==> src/logic/pcm_pkg.sv <==
package pcm_pkg;

	// memory port
	localparam int ADDR_W = 25;
	localparam int DATA_W = 16;	// memory word, also one pcm sample

	// block length, loaded once and replayed on every play
	localparam int LOAD_WORDS = 64;

	// clock dividers, in system clocks per half period
	localparam int SPI_DIV = 2;	// sd card sclk
	localparam int BCLK_DIV = 4;	// i2s bit clock

	// arbiter phases
	typedef enum logic [2:0]
	{
		BOOTUP,
		LOAD,
		LOAD_DONE,
		PLAY,
		HALTED
	} phase_t;

endpackage
==> src/logic/pcm_player_top.sv <==
`timescale 1ns/1ps

module pcm_player_top
(
	input  logic                        clk,
	input  logic                        reset,
	input  logic                        new_frame_i,

	// external memory
	output logic [pcm_pkg::ADDR_W-1:0]  mem_addr_o,
	output logic [1:0]                  mem_be_o,
	output logic                        mem_read_o,
	output logic                        mem_write_o,
	output logic [pcm_pkg::DATA_W-1:0]  mem_wdata_o,
	input  logic                        mem_ack_i,
	input  logic [pcm_pkg::DATA_W-1:0]  mem_rdata_i,

	// sd card
	output logic                        sd_cs_o,
	output logic                        sd_sclk_o,
	output logic                        sd_mosi_o,
	input  logic                        sd_miso_i,

	// host spi
	input  logic                        host_cs_n_i,
	input  logic                        host_sclk_i,
	input  logic                        host_mosi_i,
	output logic                        host_miso_o,

	// i2s out
	output logic                        i2s_bclk_o,
	output logic                        i2s_lrclk_o,
	output logic                        i2s_sd_o
);

	logic [pcm_pkg::ADDR_W-1:0]  ld_addr;
	logic                        ld_write;
	logic [pcm_pkg::DATA_W-1:0]  ld_wdata;
	logic                        ld_done;
	logic                        ld_cs;
	logic                        ld_sclk;
	logic                        ld_mosi;
	logic                        ld_miso;
	logic                        ld_wait;
	logic                        ld_ack;

	logic [pcm_pkg::ADDR_W-1:0]  rd_addr;
	logic                        rd_read;
	logic                        rd_done;
	logic                        rd_wait;
	logic                        rd_ack;
	logic [pcm_pkg::DATA_W-1:0]  rd_data;

	sdram_arbiter u_arbiter
	(
		.clk         (clk),
		.reset       (reset),
		.new_frame_i (new_frame_i),
		.ld_addr_i   (ld_addr),
		.ld_write_i  (ld_write),
		.ld_wdata_i  (ld_wdata),
		.ld_done_i   (ld_done),
		.ld_cs_i     (ld_cs),
		.ld_sclk_i   (ld_sclk),
		.ld_mosi_i   (ld_mosi),
		.ld_wait_o   (ld_wait),
		.ld_ack_o    (ld_ack),
		.ld_miso_o   (ld_miso),
		.rd_addr_i   (rd_addr),
		.rd_read_i   (rd_read),
		.rd_done_i   (rd_done),
		.rd_wait_o   (rd_wait),
		.rd_ack_o    (rd_ack),
		.rd_data_o   (rd_data),
		.mem_ack_i   (mem_ack_i),
		.mem_rdata_i (mem_rdata_i),
		.mem_addr_o  (mem_addr_o),
		.mem_be_o    (mem_be_o),
		.mem_read_o  (mem_read_o),
		.mem_write_o (mem_write_o),
		.mem_wdata_o (mem_wdata_o),
		.host_cs_n_i (host_cs_n_i),
		.host_sclk_i (host_sclk_i),
		.host_mosi_i (host_mosi_i),
		.host_miso_o (host_miso_o),
		.sd_miso_i   (sd_miso_i),
		.sd_cs_o     (sd_cs_o),
		.sd_sclk_o   (sd_sclk_o),
		.sd_mosi_o   (sd_mosi_o)
	);

	sd_loader u_loader
	(
		.clk     (clk),
		.reset   (reset),
		.wait_i  (ld_wait),
		.ack_i   (ld_ack),
		.miso_i  (ld_miso),
		.addr_o  (ld_addr),
		.write_o (ld_write),
		.wdata_o (ld_wdata),
		.done_o  (ld_done),
		.cs_o    (ld_cs),
		.sclk_o  (ld_sclk),
		.mosi_o  (ld_mosi)
	);

	i2s_reader u_reader
	(
		.clk     (clk),
		.reset   (reset),
		.wait_i  (rd_wait),
		.ack_i   (rd_ack),
		.data_i  (rd_data),
		.addr_o  (rd_addr),
		.read_o  (rd_read),
		.done_o  (rd_done),
		.bclk_o  (i2s_bclk_o),
		.lrclk_o (i2s_lrclk_o),
		.sd_o    (i2s_sd_o)
	);

endmodule

==> src/logic/i2s_reader.sv <==
`timescale 1ns/1ps

module i2s_reader
(
	input  logic                        clk,
	input  logic                        reset,
	input  logic                        wait_i,
	input  logic                        ack_i,
	input  logic [pcm_pkg::DATA_W-1:0]  data_i,
	output logic [pcm_pkg::ADDR_W-1:0]  addr_o,
	output logic                        read_o,
	output logic                        done_o,
	output logic                        bclk_o,
	output logic                        lrclk_o,
	output logic                        sd_o
);

	logic                                       running;	// bit clock active
	logic                                       hold_valid;
	logic [pcm_pkg::DATA_W-1:0]                 hold_q;	// next word, fetched ahead
	logic [pcm_pkg::DATA_W-1:0]                 shift_q;
	logic [$clog2(pcm_pkg::BCLK_DIV)-1:0]       div_cnt;
	logic [$clog2(pcm_pkg::DATA_W)-1:0]         bit_cnt;
	logic [$clog2(pcm_pkg::LOAD_WORDS+1)-1:0]   word_cnt;	// words played so far
	logic                                       bclk_fall;
	logic                                       slot_end;
	logic                                       first_start;
	logic                                       sample_start;
	logic                                       finish;

	assign bclk_fall = running && bclk_o && (div_cnt == pcm_pkg::BCLK_DIV - 1);
	assign slot_end = bclk_fall && (bit_cnt == pcm_pkg::DATA_W - 1);
	// first slot waits for word 0 so playback never begins on a miss
	assign first_start = !running && !wait_i && hold_valid && (word_cnt == '0);
	assign sample_start = first_start || (slot_end && (word_cnt != pcm_pkg::LOAD_WORDS));
	assign finish = slot_end && (word_cnt == pcm_pkg::LOAD_WORDS);

	assign sd_o = shift_q[pcm_pkg::DATA_W-1];

	always_ff @(posedge clk)
	begin
		if (read_o && ack_i)
			hold_q <= data_i;
	end

	always_ff @(posedge clk)
	begin
		if (reset)
		begin
			running <= 1'b0;
			hold_valid <= 1'b0;
			read_o <= 1'b0;
			addr_o <= '0;
			word_cnt <= '0;
			bit_cnt <= '0;
			div_cnt <= '0;
			bclk_o <= 1'b0;
			lrclk_o <= 1'b0;
			shift_q <= '0;
			done_o <= 1'b0;
		end
		else if (wait_i)
		begin
			// not playing, rewind so the next play starts at word 0
			running <= 1'b0;
			hold_valid <= 1'b0;
			read_o <= 1'b0;
			addr_o <= '0;
			word_cnt <= '0;
			bit_cnt <= '0;
			div_cnt <= '0;
			bclk_o <= 1'b0;
			shift_q <= '0;
			done_o <= 1'b0;
		end
		else
		begin
			done_o <= 1'b0;

			// fetch one word ahead
			if (read_o)
			begin
				if (ack_i)
				begin
					read_o <= 1'b0;
					hold_valid <= 1'b1;
					addr_o <= addr_o + 1'b1;
				end
			end
			else if (!hold_valid && (addr_o < pcm_pkg::LOAD_WORDS))
				read_o <= 1'b1;

			if (running)
			begin
				if (div_cnt == pcm_pkg::BCLK_DIV - 1)
				begin
					div_cnt <= '0;
					bclk_o <= !bclk_o;
				end
				else
					div_cnt <= div_cnt + 1'b1;
			end

			if (bclk_fall)
			begin
				bit_cnt <= bit_cnt + 1'b1;
				shift_q <= {shift_q[pcm_pkg::DATA_W-2:0], 1'b0};	// next bit on falling bclk
			end

			if (sample_start)
			begin
				running <= 1'b1;
				lrclk_o <= !lrclk_o;
				bit_cnt <= '0;
				if (hold_valid)
				begin
					shift_q <= hold_q;
					hold_valid <= 1'b0;
					word_cnt <= word_cnt + 1'b1;
				end
				else
					shift_q <= '0;	// read too late, silent slot and retry
			end

			if (finish)
			begin
				running <= 1'b0;
				done_o <= 1'b1;
			end
		end
	end

endmodule

==> src/logic/sd_loader.sv <==
`timescale 1ns/1ps

module sd_loader
(
	input  logic                        clk,
	input  logic                        reset,
	input  logic                        wait_i,
	input  logic                        ack_i,
	input  logic                        miso_i,
	output logic [pcm_pkg::ADDR_W-1:0]  addr_o,
	output logic                        write_o,
	output logic [pcm_pkg::DATA_W-1:0]  wdata_o,
	output logic                        done_o,
	output logic                        cs_o,
	output logic                        sclk_o,
	output logic                        mosi_o
);

	logic                                 wait_q;
	logic                                 shifting;	// clocking bits out of the card
	logic                                 word_ready;	// word shifted in, write not yet issued
	logic [$clog2(pcm_pkg::SPI_DIV)-1:0]  div_cnt;
	logic [$clog2(pcm_pkg::DATA_W)-1:0]   bit_cnt;
	logic [pcm_pkg::DATA_W-1:0]           shift_q;
	logic                                 half_end;
	logic                                 sample_en;

	// card streams data with mosi held high
	assign mosi_o = 1'b1;

	assign half_end = shifting && (div_cnt == pcm_pkg::SPI_DIV - 1);
	assign sample_en = half_end && !sclk_o;	// sclk about to rise

	assign wdata_o = shift_q;	// stable while the write is pending

	always_ff @(posedge clk)
	begin
		if (sample_en)
			shift_q <= {shift_q[pcm_pkg::DATA_W-2:0], miso_i};	// msb first
	end

	always_ff @(posedge clk)
	begin
		if (reset)
		begin
			wait_q <= 1'b1;
			shifting <= 1'b0;
			word_ready <= 1'b0;
			div_cnt <= '0;
			bit_cnt <= '0;
			addr_o <= '0;
			write_o <= 1'b0;
			done_o <= 1'b0;
			cs_o <= 1'b1;
			sclk_o <= 1'b0;
		end
		else
		begin
			wait_q <= wait_i;
			done_o <= 1'b0;

			if (!wait_i && wait_q)
			begin
				// loading granted, select card and start word 0
				cs_o <= 1'b0;
				shifting <= 1'b1;
				div_cnt <= '0;
				bit_cnt <= '0;
				addr_o <= '0;
			end
			else if (shifting)
			begin
				if (half_end)
				begin
					div_cnt <= '0;
					sclk_o <= !sclk_o;
					if (sclk_o)
					begin
						bit_cnt <= bit_cnt + 1'b1;
						// stop after the falling edge of the last bit
						if (bit_cnt == pcm_pkg::DATA_W - 1)
						begin
							shifting <= 1'b0;
							word_ready <= 1'b1;
						end
					end
				end
				else
					div_cnt <= div_cnt + 1'b1;
			end
			else if (word_ready && !wait_i)
			begin
				word_ready <= 1'b0;
				write_o <= 1'b1;
			end
			else if (write_o && ack_i)
			begin
				write_o <= 1'b0;
				if (addr_o == pcm_pkg::LOAD_WORDS - 1)
				begin
					cs_o <= 1'b1;	// block complete
					done_o <= 1'b1;
				end
				else
				begin
					addr_o <= addr_o + 1'b1;
					shifting <= 1'b1;
				end
			end
		end
	end

endmodule

==> src/logic/sdram_arbiter.sv <==
`timescale 1ns/1ps

module sdram_arbiter
(
	input  logic                        clk,
	input  logic                        reset,
	input  logic                        new_frame_i,

	// loader master
	input  logic [pcm_pkg::ADDR_W-1:0]  ld_addr_i,
	input  logic                        ld_write_i,
	input  logic [pcm_pkg::DATA_W-1:0]  ld_wdata_i,
	input  logic                        ld_done_i,
	input  logic                        ld_cs_i,
	input  logic                        ld_sclk_i,
	input  logic                        ld_mosi_i,
	output logic                        ld_wait_o,
	output logic                        ld_ack_o,
	output logic                        ld_miso_o,

	// reader master
	input  logic [pcm_pkg::ADDR_W-1:0]  rd_addr_i,
	input  logic                        rd_read_i,
	input  logic                        rd_done_i,
	output logic                        rd_wait_o,
	output logic                        rd_ack_o,
	output logic [pcm_pkg::DATA_W-1:0]  rd_data_o,

	// external memory
	input  logic                        mem_ack_i,
	input  logic [pcm_pkg::DATA_W-1:0]  mem_rdata_i,
	output logic [pcm_pkg::ADDR_W-1:0]  mem_addr_o,
	output logic [1:0]                  mem_be_o,
	output logic                        mem_read_o,
	output logic                        mem_write_o,
	output logic [pcm_pkg::DATA_W-1:0]  mem_wdata_o,

	// host spi and card pins
	input  logic                        host_cs_n_i,
	input  logic                        host_sclk_i,
	input  logic                        host_mosi_i,
	output logic                        host_miso_o,
	input  logic                        sd_miso_i,
	output logic                        sd_cs_o,
	output logic                        sd_sclk_o,
	output logic                        sd_mosi_o
);

	pcm_pkg::phase_t phase_q;
	pcm_pkg::phase_t phase_d;

	always_ff @(posedge clk)
	begin
		if (reset)
			phase_q <= pcm_pkg::BOOTUP;
		else
			phase_q <= phase_d;
	end

	always_comb
	begin
		phase_d = phase_q;
		case (phase_q)
			pcm_pkg::BOOTUP:
				if (new_frame_i)
					phase_d = pcm_pkg::LOAD;
			pcm_pkg::LOAD:
				if (ld_done_i)
					phase_d = pcm_pkg::LOAD_DONE;
			pcm_pkg::LOAD_DONE:
				if (new_frame_i)
					phase_d = pcm_pkg::PLAY;
			pcm_pkg::PLAY:
				if (rd_done_i)
					phase_d = pcm_pkg::HALTED;
			pcm_pkg::HALTED:
				if (new_frame_i)
					phase_d = pcm_pkg::PLAY;	// replay from word 0
			default:
				phase_d = pcm_pkg::BOOTUP;
		endcase
	end

	// port routing, everything not owned sees wait high and no ack
	always_comb
	begin
		ld_wait_o = 1'b1;
		ld_ack_o = 1'b0;
		ld_miso_o = 1'b0;
		rd_wait_o = 1'b1;
		rd_ack_o = 1'b0;
		rd_data_o = mem_rdata_i;	// qualified by rd_ack_o

		mem_addr_o = rd_addr_i;
		mem_be_o = 2'b11;	// always whole words
		mem_read_o = 1'b0;
		mem_write_o = 1'b0;
		mem_wdata_o = ld_wdata_i;

		// host owns the card unless the loader is active
		sd_cs_o = host_cs_n_i;
		sd_sclk_o = host_sclk_i;
		sd_mosi_o = host_mosi_i;
		host_miso_o = sd_miso_i;

		case (phase_q)
			pcm_pkg::BOOTUP, pcm_pkg::LOAD:
			begin
				sd_cs_o = ld_cs_i;
				sd_sclk_o = ld_sclk_i;
				sd_mosi_o = ld_mosi_i;
				ld_miso_o = sd_miso_i;
				host_miso_o = 1'b0;	// host reads zeros while loading

				mem_addr_o = ld_addr_i;
				mem_write_o = ld_write_i;
				ld_ack_o = mem_ack_i;
				ld_wait_o = (phase_q == pcm_pkg::BOOTUP);	// released once loading starts
			end
			pcm_pkg::PLAY:
			begin
				rd_wait_o = 1'b0;
				mem_read_o = rd_read_i;
				rd_ack_o = mem_ack_i;
			end
			default:
			begin
				// load done or halted, memory stays idle
				mem_read_o = 1'b0;
			end
		endcase
	end

endmodule

==> config.mk <==
export PLATFORM = sky130hd
export DESIGN_NAME = pcm_player_top
export DESIGN_NICKNAME = d
export VERILOG_FILES = /design/src/logic/pcm_pkg.sv /design/src/logic/pcm_player_top.sv /design/src/logic/i2s_reader.sv /design/src/logic/sd_loader.sv /design/src/logic/sdram_arbiter.sv
export SDC_FILE = /design/constraint.sdc
export NUM_CORES = 1
export LEC_CHECK = 0
export BUFFER_PORTS_ARGS = -buffer_cell sky130_fd_sc_hd__clkbuf_2
export CAP_MARGIN = 5
export CORE_ASPECT_RATIO = 1.25
export CORE_MARGIN = 5
export CORE_UTILIZATION = 37
export DETAILED_ROUTE_END_ITERATION = 16
export SETUP_SLACK_MARGIN = 0.4
export SYNTH_ARGS = -nofsm -noshare
export SYNTH_HDL_FRONTEND = slang
export SYNTH_SLANG_ARGS = --single-unit
==> constraint.sdc <==
create_clock -name clk -period 3.15 [get_ports clk]
set_clock_uncertainty 0.1 [all_clocks]
set_input_delay 0.4725 -clock clk [delete_from_list [all_inputs] [get_ports clk]]
set_output_delay 0.4725 -clock clk [all_outputs]
set_load 0.01 [all_outputs]
* Word-level counts from Yosys, hierarchy flattened
Cells that the tools add are included.
** Word-level totals
- Register bits after elaboration :: 132
- Output and inout bits :: 52
** Operators by class
- Magnitude comparators :: 1
- Bitwise gates (word level) :: 6
- Muxes and demuxes :: 49
- Add/subtract/negate cells :: 7
- Reduce and logical (&&, ||, !) cells :: 47
- Eq/ne operators :: 19
** Operators by type and width (number)
- adder 25 x 1 -> 25 bit, second input constant :: 2
- 2-to-1 mux 16 bit :: 3
- 2-to-1 mux 1 bit :: 39
- == test 25 x 6 -> 1 bit, second input constant :: 1
- less-than comparator 25 x 7 -> 1 bit, second input constant :: 1
- 2-to-1 mux 25 bit :: 1
- logical AND 1 bit :: 15
- 2-to-1 mux 3 bit :: 4
- one-hot mux 3 bit (4 select lines) :: 1
- AND reduction 4 bit :: 3
- inequality test 2 x 1 -> 1 bit, second input constant :: 5
- nonzero test 2 bit :: 5
- AND reduction 3 bit :: 3
- adder 4 x 1 -> 4 bit, second input constant :: 2
- == test 4 bit, second input constant :: 2
- inequality test 2 bit, second input constant :: 4
- AND reduction 2 bit :: 4
- OR reduction 2 bit :: 4
- adder 7 x 1 -> 7 bit, second input constant :: 1
- == test 7 bit, second input constant :: 1
- logical NOT 7 bit :: 1
- inequality test 7 bit, second input constant :: 1
- == test 3 x 2 -> 1 bit, second input constant :: 2
- logical NOT 1 bit :: 6
- 12 further kinds :: 18

* Longest topological paths before layout
Gate-level depths: netlist of run 1.
- Depth after elaboration :: 8
- Depth in mapped cells :: 9
- Depth with buffers taken out :: 7

* Cells and area by module
From an unflattened synthesis of run 1, not the netlist that was laid out.
** Unflattened totals
- Cells, all modules :: 670
- Area, all modules :: 6696.4 um2
** By module, submodules not included
- i2s_reader :: sequential area each 1681.6 um2, area each 3517.1 um2, cells an instance 357, instances 1
- sd_loader :: sequential area each 1221.2 um2, area each 2247.2 um2, cells an instance 218, instances 1
- sdram_arbiter :: sequential area each 60.1 um2, area each 932.1 um2, cells an instance 95, instances 1

* Worst setup path after synthesis of run 1
OpenSTA, ideal clock, no wires.
- Kind :: reg2reg
- Start point :: register u_reader.word_cnt[0] (netlist name)
- End point :: register u_reader.shift_q[1] (netlist name)
- Cell stages (with the launch flop) :: 10
- Slack :: 0.788 ns
- Clock period less this slack :: 2.362 ns
- Library setup time :: 0.087 ns
- Arrival :: 2.175 ns
- Cell sequence :: dfxtp_1 > inv_1 > ha_1 > or4b_4 > or4_1 > buf_4 > a21oi_2 > buf_2 > nand4_1 > o31ai_1
** Between the ends
- Cells in the longest elaborated chain, start to end :: 4
- Elaborated cells between the ends (all ways) :: 7
- Classes of those cells :: eq/ne (1); mux (1); reduce/logical (5)
** RTL lines
- start, declared :: RTL line i2s_reader.sv:24 : logic [$clog2(pcm_pkg::LOAD_WORDS+1)-1:0] word_cnt;
- start signal, assigned :: RTL line i2s_reader.sv:119 : word_cnt <= word_cnt + 1'b1;
- inequality test 7 bit / logical NOT 7 bit (equally long branches) :: RTL line i2s_reader.sv:35, i2s_reader.sv:34
- logical AND 1 bit (on tied branches) :: RTL line i2s_reader.sv:35, i2s_reader.sv:34
- logical OR 1 bit (*) :: RTL line i2s_reader.sv:35 : assign sample_start = first_start || (slot_end && (word_cnt != pcm_pkg::LOAD_WORDS));
- 2-to-1 mux 16 bit / nonzero test 2 bit (equally long branches)
- end signal, assigned :: RTL line i2s_reader.sv:107 : shift_q <= {shift_q[pcm_pkg::DATA_W-2:0], 1'b0};
- end signal, assigned :: RTL line i2s_reader.sv:117 : shift_q <= hold_q;
- end, declared :: RTL line i2s_reader.sv:21 : logic [pcm_pkg::DATA_W-1:0] shift_q;
Every way passes the cells marked *; elsewhere a longest branch is shown, timed or not.
A chain may end at the register's enable or synchronous reset.

* Worst setup path in the final report of run 1
- Start point :: register u_reader.word_cnt[0] (netlist name)
- End point :: register u_reader.bit_cnt[0] (netlist name)
** Between the ends
- Cells in the longest elaborated chain, start to end :: 4
- Elaborated cells between the ends (all ways) :: 6
- Classes of those cells :: eq/ne (1); reduce/logical (5)
** RTL lines
- inequality test 7 bit / logical NOT 7 bit (equally long branches) :: RTL line i2s_reader.sv:35, i2s_reader.sv:34
- logical AND 1 bit (on tied branches) :: RTL line i2s_reader.sv:35, i2s_reader.sv:34
- logical OR 1 bit (*) :: RTL line i2s_reader.sv:35
- OR reduction 3 bit (no line) (*)
- end signal, assigned :: RTL line i2s_reader.sv:106 : bit_cnt <= bit_cnt + 1'b1;
- end, declared :: RTL line i2s_reader.sv:23 : logic [$clog2(pcm_pkg::DATA_W)-1:0] bit_cnt;
Marks and branches as above.

==> results of run 1 <==
==> cells in the final DEF (no fill, tap or decap), types with 2 or more instances in the layout <==
cell type / synthesis / routed
clkbuf_2: 0 / 73
nor2_1: 72 / 71
ha_1: 7 / 7
and4_1: 6 / 6
nand2_1: 34 / 34
nor4bb_1: 2 / 2
mux2i_1: 22 / 22
inv_1: 9 / 9
o21ai_0: 16 / 15
a211oi_1: 4 / 4
o31ai_1: 19 / 19
or3_1: 9 / 9
a21oi_1: 17 / 17
edfxtp_1: 32 / 32
clkbuf_1: 30 / 6
nand3_1: 28 / 28
a21oi_2: 2 / 2
conb_1: 1 / 2
nand4_1: 36 / 36
and2_1: 7 / 7
or4_1: 6 / 5
clkbuf_8: 0 / 5
nor3_1: 12 / 12
nor2b_1: 3 / 3
dfxtp_1: 100 / 100
a31oi_1: 3 / 3
clkbuf_16: 0 / 18
xnor2_1: 22 / 22
nand2b_1: 6 / 5
a2111oi_2: 2 / 2
mux2_2: 25 / 25
xor2_1: 26 / 26
o211ai_1: 3 / 3
and3_1: 13 / 13
or2_2: 3 / 3
nor4_1: 17 / 17
buf_4: 3 / 12
clkinv_2: 0 / 2
==> power breakdown <==
group	internal, mW	total [mW]	switching, mW
Combinational	0.0266	0.0638	0.0372
Clock	1.16	1.86	0.700
Sequential	1.74	1.75	0.00956
Total	2.93	3.67	0.747
==> cell type report <==
type,instances,area (µm²)
Inverter,9,33.8
Sequential cell,132,2960
Timing Repair Buffer,86,467
Multi-Input combinational cell,434,2860
Fill cell,1595,8920
Clock buffer,29,542
Clock inverter,3,16.3
Tap cell,216,270
==> cells by family after synthesis <==
kind of cell,Yosys count
AO/OA/AOI/OAI,70
buffers and inverters,48
other,1
multiplexers,47
AND/OR/NAND/NOR,260
flip-flops,132
adder cells (fa/ha/maj),7
XOR/XNOR,48
==> per-stage QoR <==
| stage | power [mW] | area (µm²) | setup slack, ns | instances |
|---|---|---|---|---|
| global placement | 1.85 | 6580 | 0.514 | 877 |
| detailed placement | 1.85 | 6580 | 0.447 | 877 |
| floorplan | 1.82 | 6010 | 0.788 | 614 |
| finish | 3.67 | 7150 | 0.588 | 909 |
| global route | 3.81 | 7150 | 0.454 | 909 |
| CTS | 3.72 | 7140 | 0.408 | 909 |
==> flip-flops by register name (all words and copies together), names as in the netlist, 2 cells and up <==
register and cells:
u_reader.hold_q 16, u_loader.wdata_o 16, u_reader.addr_o 25, u_reader.word_cnt 7, u_loader.addr_o 25, u_arbiter.phase_q 3
u_reader.shift_q 16, u_reader.div_cnt 2, u_reader.bit_cnt 4, u_loader.bit_cnt 4
==> routing by layer <==
layer | vias up | global-route usage [%] | wire (µm)
li1 | 2349 | - | -
met1 | 2296 | 18.7 | 6000
met2 | 113 | 26.5 | 7110
met3 | 23 | 3.68 | 592
met4 | 0 | 7.36 | 351
met5 | - | 0 | 0
==> worst min-delay path by stage <==
stage                                  endpoint  slack (ns)
2_1_floorplan  u_reader.shift_q[0]$_SDFFE_PP0P_        0.35
3_3_place_gp      u_loader.wdata_o[8]$_DFFE_PP_        0.33
3_5_place_dp      u_loader.wdata_o[8]$_DFFE_PP_        0.33
4_1_cts            u_reader.hold_q[5]$_DFFE_PP_        0.11
5_1_grt            u_reader.hold_q[4]$_DFFE_PP_        0.11
6_report           u_reader.hold_q[5]$_DFFE_PP_        0.13
==> out/metrics.cfg, run 1 <==
[status]
status=finished, final reports clean

[detailed_routing]
drtAntennaViolNets=0
drc=0
wl_per_cell_um=15.5
drt_iter0_drc=286
vias_per_cell=5.26
routed_wl_um=14100
first_pass_iters=5
num_vias=4781

[floorplanning]
rows=52
dieArea_um2=18900
core_area_um2=16100
die_h_um=152
start_util_pct=37.3
die_x_um=124
io-pin-count=76

[synth]
avgSynthCellArea_um2=9.79
yosys-top-cells-count=dfxtp_1, nor2_1, nand4_1
synth_top_family_by_area=simple AND/OR/NAND/NOR gates
syn_area_um2=6000
synthFlopType=dfxtp_1
synthCells=613
yosysUniqueCellTypes=46
ys_seq_elements=132
synth_area_leaders=dfxtp_1, edfxtp_1, mux2_2
yosysSeqAreaShare_pct=49.4
synthAdderAreaFrac_pct=1.46
async_reset_ff_share_pct=0
synth_compound_area_share_pct=7.73
synthMostInstantiatedCell=dfxtp_1
yosysTopAreaCell=dfxtp_1
yosys.area_share.simple_pct=22.7
yosysWarnings=0
netlist.area_leader.share_pct=33.4
synth_edf_count=32
synth-xor-area-share_pct=7.00
synth_mux_area_share_pct=8.36

[worst_setup_path]
path_depth=8
cpLargestDelayFamily=simple AND/OR/NAND/NOR gates
critPathRequiredTime_ns=3.35
reg2reg_from=u_reader.word_cnt[0]$_SDFFE_PP0P_
crit_path_cell_trace=inv_1 > ha_1 > or4b_4 > or4_4 > a21oi_2 > buf_6 > nand2b_1 > nor2_1
reg2regPathDepth=8
startpoint=u_reader.word_cnt[0]$_SDFFE_PP0P_
crit_end=u_reader.bit_cnt[0]$_SDFFE_PP0P_
rrSetupSlack_ns=0.59
crit_fanout=33
crit_slowest_cell=or4_4
worst-path-buf-inv=2
crit_type=register to register
crit_path_end_kind=register
reg2reg_to=u_reader.bit_cnt[0]$_SDFFE_PP0P_
critical_path.max_stage_delay_ns=0.57
crit_arrival_ns=2.76
worst_setup_path_start_kind=register

[sta]
finalMaxSlewViolations=0
maxSlewHeadroom_pct=31.7
period_share_pct=81.3
worst_pin_slew_ns=1.02
tns_ns=0
hold_ws_ns=0.132
hold_violations=0
fmax_mhz=390
fin_crit_ns=2.56
finalSetupViolCount=0
grt_setup_unrepaired=false

[job]
maxCapViolCount=0

[placed_design]
place_congestion=0.867
dp_hpwl_um=9880
numPortBuffers=73

[grt]
grt_pass1_vias=4830
antenna_found_initial=0
grt_start_max_net_pins=53
grt_pass1_wl_um=23600
grt.overflow.total=0
globalRouteTotalUtil_pct=15.7

[power_and_ir_drop]
leakage_nw=2.64
peakVddDrop_v=0.000349
p_per_area_nw_per_um2=514

[clocking]
path_clk_slew_ns=0.06
cts.sinks=132
cts_htree_levels=4
cts-root-buf=clkbuf_16
clkLatencyLatePin_ns=0.42
ctsResizeCount=0
cts_tree=done
post_cts_buffers=0
cts_buffers=17
cts_hold_buffers=0
clock_path_buffers=2

[layout]
syn_to_final_growth_pct=19.1
fin_util_pct=44.5
layout-drive-gt1-share_pct=21.6
num_antenna_cells=0
nets=711

[worst_hold_path]
holdCritStartpoint=mem_rdata_i[5]
min_path_type=primary input to register
hold_depth=1

(Power assumes the default switching activity.)
==> inputs of run 2 (changes only) <==
Settings changed: ABC_AREA set to 1.
Clock period 3.15 ns to 2.3 ns, I/O delays scaled along.
==> run 2 against run 1 <==
  * Design area increased by 28%
  * Via count grew 41%
  * Worst hold slack lost 0.12 ns
  * Non-clock buffer count grew 51
  * Sequential cell count unchanged
  * Global-route usage grew 2.2 points
  * Sequential power is 40% higher
  * Setup slack got worse by 0.35 ns
  * Power increased by 73%
  * Cell count increased by 49%
  * Utilization up 6.0 points
  * Largest cell class is now multi-input combinational cells
==> out/metrics.cfg, run 2 <==
[clocking]
clock_path_buffers=2  ; unchanged
cts_tree=done
clkLatencyLatePin_ns=0.42  ; about the same
cts-root-buf=clkbuf_16
path_clk_slew_ns=0.06  ; about the same
cts.sinks=132  ; unchanged
cts_htree_levels=4  ; unchanged
cts_buffers=17  ; unchanged

[worst_setup_path]
startpoint=u_arbiter.phase_q[0]$_SDFFE_PP0P_
crit_arrival_ns=1.61  ; -1.15 ns
crit_top_cell=nand2_4
crit_end=mem_addr_o[20]
crit_path_end_kind=output port
rrSetupSlack_ns=0.40  ; -0.19 ns
crit_path_cell_trace=nor2_4 > nand2_4 > nand2_8 > buf_12 > nand2_4 > o21ai_2 > buf_2
reg2reg_to=u_reader.hold_q[3]$_DFFE_PP_
critical_path.max_stage_delay_ns=0.37  ; -0.20 ns
reg2regPathDepth=7  ; -1
critPathRequiredTime_ns=1.86  ; -1.49 ns
reg2reg_from=u_arbiter.phase_q[2]$_SDFFE_PP0P_
crit_slowest_cell=dfxtp_4
worst_setup_path_start_kind=register
crit_type=register to output port
crit_fanout=8  ; -76%

[sta]
fmax_mhz=486
fin_crit_ns=2.06
hold_violations=0  ; unchanged
grt_setup_unrepaired=true
setup_ws_ns=0.241  ; -0.347 ns
finalMaxSlewViolations=0  ; unchanged
finalSetupViolCount=0  ; unchanged
tns_ns=0  ; unchanged
period_share_pct=89.5

[detailed_routing]
routed_wl_um=19700  ; +40%
first_pass_iters=5  ; unchanged
wl_per_cell_um=14.6  ; -5.8%
drtAntennaViolNets=0  ; unchanged
drc=0  ; unchanged
vias_per_cell=4.97  ; -5.5%
drt_iter0_drc=430  ; +50%
num_vias=6732  ; +41%

[synth]
yosysTopAreaCell=dfxtp_1
avgSynthCellArea_um2=7.00  ; -29%
yosys-top-cells-count=nand2_1, nor2_1, dfxtp_1
synthCells=981  ; +60%
synthFlopType=dfxtp_1
synth_edf_count=32  ; unchanged
netlist.area_leader.share_pct=29.2  ; -4.2 points
async_reset_ff_share_pct=0  ; unchanged
syn_area_um2=6860  ; +14%
yosysWarnings=0  ; unchanged
yosysSeqAreaShare_pct=43.2  ; -6.2 points
yosysUniqueCellTypes=36  ; -22%
synth_area_leaders=dfxtp_1, nand2_1, edfxtp_1
ys_seq_elements=132  ; unchanged
synthMostInstantiatedCell=nand2_1

[power_and_ir_drop]
p_per_area_nw_per_um2=693  ; +35%
peakVddDrop_v=0.000514  ; +47%
leakage_nw=3.58  ; +36%
p_total_mw=6.36  ; +73%

[placed_design]
dp.cells=1273  ; +45%
place_congestion=0.849  ; -2.1%
numPortBuffers=73  ; unchanged
place_ws_ns=0.290  ; -0.157 ns
dp_hpwl_um=13400  ; +36%

[job]
maxCapViolCount=0  ; unchanged

[floorplanning]
io-pin-count=76  ; unchanged
start_util_pct=37.8  ; +0.43 points
rows=55  ; +5.8%
core_area_um2=18200  ; +13%
die_h_um=162  ; +6.5%
dieArea_um2=21400  ; +13%
die_x_um=132  ; +6.4%

[status]
status=finished, final reports clean

[layout]
final_common_cell=nand2_1
most-common-layout-cells=nand2_1, nor2_1, dfxtp_1, inv_1, a21oi_1
num-fill-cells=1807  ; +13%
layout-drive-gt1-share_pct=22.3  ; +0.65 points
num_antenna_cells=0  ; unchanged
finalNonFillerCells=1354  ; +49%
nets=1144  ; +61%
syn_to_final_growth_pct=33.6
top_regs=u_loader.addr_o x25, u_reader.addr_o x25

[worst_hold_path]
min_path_type=primary input to register
hold_depth=1  ; unchanged

[grt]
grt.overflow.total=0  ; unchanged
antenna_found_initial=0  ; unchanged
grt_start_max_net_pins=24  ; -55%
globalRouteTotalUtil_pct=17.9  ; +2.2 points
grt_pass1_wl_um=31600  ; +34%
grt_pass1_vias=6507  ; +35%

-- run 2: repair_timing --
action,4_1_cts,5_1_grt
pin swaps,7,11
cloned,4,3
buffers inserted,14,13
endpoints found under the setup margin,55,91
hold buffers,15,0
hold endpoints to repair,15,0
resized for setup,87,93
-- run 2: cell type report --
class	count	area [µm²]	share of cell area, %
Clock buffer	23	499	5.44
Tap cell	228	285	3.11
Multi-Input combinational cell	722	3800	41.4
Inverter	103	405	4.42
Clock inverter	9	148	1.61
Timing Repair Buffer	137	1060	11.5
Sequential cell	132	2980	32.5
-- run 2: logic make-up after synthesis --
family                   share of synthesized area, %
buffers and inverters                            8.11
other                                          0.0546
AND/OR/NAND/NOR                                  34.0
AO/OA/AOI/OAI                                    10.7
XOR/XNOR                                         2.68
flip-flops                                       43.2
adder cells (fa/ha/maj)                          1.28
-- run 2: how the worst min path moves through the flow --
stage	from	end
6_report	mem_rdata_i[1]	u_reader.hold_q[1]$_DFFE_PP_
5_1_grt	mem_rdata_i[1]	u_reader.hold_q[1]$_DFFE_PP_
4_1_cts	mem_rdata_i[1]	u_reader.hold_q[1]$_DFFE_PP_
3_5_place_dp	u_loader.wdata_o[0]$_SDFFCE_PP0P_	u_loader.wdata_o[1]$_DFFE_PP_
3_3_place_gp	u_loader.wdata_o[9]$_DFFE_PP_	u_loader.wdata_o[10]$_DFFE_PP_
2_1_floorplan	reset	u_loader.shifting$_SDFF_PP0_
-- run 2: where the power goes --
part           total (mW)  leakage [nW]  internal, mW  switching (mW)
clock                2.97         0.311          1.96            1.01
combinational       0.945          2.17         0.405           0.540
sequential           2.45          1.10          2.41          0.0361
total                6.36          3.58          4.77            1.59
-- run 2: critical path, delay by kind of cell (launching register included) --
| family | cells | cell delay (ns) |
|---|---|---|
| DFF | 1 | 0.37 |
| and+or+nand+nor | 4 | 0.44 |
| buffers and inverters | 2 | 0.31 |
| AOI/OAI and AO/OA | 1 | 0.06 |
-- run 2: stage by stage --
stage / cell area [µm²] / util (%) / hold WS [ns]
after floorplan: 6870 / - / 0.314
after global placement: 7510 / 41.3 / 0.334
after detailed placement: 7510 / 41.3 / 0.340
after CTS: 8750 / 48.2 / 0.000865
after global routing: 9170 / 50.5 / 0.00717
final: 9170 / 50.5 / 0.0157
-- run 2: routing by layer --
metal | part of all wire [%] | vias to the layer above | global-route usage [%]
li1 | - | 3420 | -
met1 | 40 | 3095 | 20.1
met2 | 53 | 176 | 32.8
met3 | 4.1 | 41 | 3.50
met4 | 3.0 | 0 | 7.86
met5 | 0 | - | 0
==> inputs of run 3 (changes only) <==
Settings changed: SETUP_SLACK_MARGIN 0.4 to not set.
==> run 3 against run 2 <==
  * Critical path depth down 2
  * Utilization decreased by 4.5 points
  * First-iteration DRC count fell by 19%
  * Sequential share of layout area grew 3.1 points
  * Non-clock buffer count down 29
  * Count of clock-buffer cells in the layout did not move
  * Sequential power barely moved
  * Register-to-register slack worse by 0.07 ns
  * Largest cell class unchanged
==> out/metrics.cfg, run 3 (synthesis gave the netlist of run 2 again) <==
[status]
status=finished, final reports clean

[sta]
fin_crit_ns=2.22  ; +0.163 ns
finalMaxSlewViolations=0  ; unchanged
grt_setup_unrepaired=false
period_share_pct=96.6  ; +7.1 points
hold_violations=0  ; unchanged
maxSlewHeadroom_pct=62.0
fmax_mhz=450  ; -7.3%
tns_ns=0  ; unchanged
worst_pin_slew_ns=0.570
finalSetupViolCount=0  ; unchanged

[power_and_ir_drop]
power_switching_mw=1.35  ; -15%
internal-power_mw=4.52  ; -5.2%
p_sw_share_pct=22.9  ; -2.0 points
pwr-share-seq_pct=41.6  ; +3.1 points
combPwrFrac_pct=8.1  ; -6.8 points
pwr-share-clk_pct=50.3  ; +3.6 points
leakage_nw=3.19  ; -11%
p_total_mw=5.87  ; -7.7%
p_per_area_nw_per_um2=703  ; +1.3%
peakVddDrop_v=0.000524  ; +1.8%

[worst_setup_path]
critPathRequiredTime_ns=1.86  ; about the same
crit_path_end_kind=output port
crit_type=register to output port
crit_arrival_ns=1.78  ; +0.17 ns
worst-path-buf-inv=2  ; unchanged
critical_path.max_stage_delay_ns=0.38  ; about the same
crit_path_cell_trace=inv_2 > nand2_2 > nand2_4 > o21ai_0 > clkbuf_2
cpLargestDelayFamily=flip-flops
worst_setup_path_start_kind=register
crit_slowest_cell=dfxtp_2
crit_fanout=12  ; +4

[clocking]
cts_htree_levels=4  ; unchanged
post_cts_buffers=0  ; -14
cts_buffers=17  ; unchanged
cts.sinks=132  ; unchanged
path_clk_slew_ns=0.06  ; about the same
cts-root-buf=clkbuf_16
clock_path_buffers=2  ; unchanged
clkLatencyLatePin_ns=0.42  ; about the same
cts_tree=done

[layout]
num-fill-cells=1901  ; +5.2%
most-common-layout-cells=nand2_1, nor2_1, inv_1, dfxtp_1, a21oi_1
syn_to_final_growth_pct=21.7
final_common_cell=nand2_1
top_regs=u_loader.addr_o x25, u_reader.addr_o x25
finalNonFillerCells=1321  ; -2.4%
nets=1111  ; -2.9%
num_antenna_cells=0  ; unchanged
layout-drive-gt1-share_pct=14.5  ; -7.8 points

[grt]
grt_pass1_wl_um=30200  ; -4.4%
globalRouteTotalUtil_pct=17.1  ; -0.78 points
antenna_found_initial=0  ; unchanged
grt_pass1_vias=6314  ; -3.0%
grt.overflow.total=0  ; unchanged
grt_start_max_net_pins=25  ; +4.2%

[floorplanning]
die_h_um=162  ; unchanged
io-pin-count=76  ; unchanged
dieArea_um2=21400  ; unchanged
die_x_um=132  ; unchanged
start_util_pct=37.8  ; unchanged
rows=55  ; unchanged
core_area_um2=18200  ; unchanged

[detailed_routing]
routed_wl_um=18200  ; -7.5%
drc=0  ; unchanged
num_vias=6440  ; -4.3%
vias_per_cell=4.88  ; -1.9%
first_pass_iters=5  ; unchanged
wl_per_cell_um=13.8  ; -5.2%
drtAntennaViolNets=0  ; unchanged
drt_iter0_drc=349  ; -19%

[placed_design]
dp.cells=1273  ; unchanged
place_congestion=0.849  ; unchanged
dp_hpwl_um=13400  ; unchanged
numPortBuffers=73  ; unchanged

[worst_hold_path]
min_path_type=primary input to register

[job]
maxCapViolCount=0  ; unchanged

run 3: final cells by class:
type	instances	area (µm²)	area share (%)
multi-input combinational	718	3380	40.5
sequential	132	2970	35.5
timing repair buffer	108	682	8.17
clock buffer	23	499	5.98
inverter	103	387	4.63
tap	228	285	3.42
clock inverter	9	148	1.77
run 3: worst paths after layout:
check	to	start	slack [ns]	cells after the start
worst max register to register	u_reader.bit_cnt[0]$_SDFFE_PP0P_	u_reader.word_cnt[0]$_SDFFE_PP0P_	0.33	10
worst max-delay path	mem_addr_o[12]	u_arbiter.phase_q[2]$_SDFFE_PP0P_	0.08	5
worst min-delay path	u_reader.hold_q[1]$_DFFE_PP_	mem_rdata_i[1]	0.01	1
worst min register to register	u_loader.wdata_o[10]$_DFFE_PP_	u_loader.wdata_o[9]$_DFFE_PP_	0.35	0
run 3: repair_timing:
| action | CTS | global route |
|---|---|---|
| endpoints found under the setup margin | 8 | 22 |
| pin swaps | 0 | 1 |
| endpoints found under the hold margin | 15 | 0 |
| hold buffers | 15 | 0 |
| cloned | 0 | 1 |
| resized for setup | 9 | 9 |
run 3: power groups by stage:
stage	clock network [mW]	logic, mW	registers [mW]
2_1_floorplan	0	0.274	2.48
3_3_place_gp	0	0.407	2.48
3_5_place_dp	0	0.408	2.48
4_1_cts	3.02	0.446	2.43
5_1_grt	3.11	0.536	2.44
6_report	2.95	0.477	2.44
run 3: routing by layer:
metal	vias to the layer above	share of wire (%)	global-route usage (%)
li1	3341	-	-
met5	-	0	0
met1	2912	42	19.5
met4	0	3.1	7.62
met2	145	51	30.8
met3	42	4.0	3.56
run 3: per-stage QoR:
stage	utilization, %	setup slack [ns]	area [µm²]	hold WS, ns
after floorplan	-	0.571	6870	0.314
after global placement	41.3	0.321	7510	0.334
after detailed placement	41.3	0.290	7510	0.340
after CTS	45.8	0.00120	8320	0.000865
after global routing	46.0	0.00744	8350	0.00600
final	46.0	0.0780	8350	0.0149
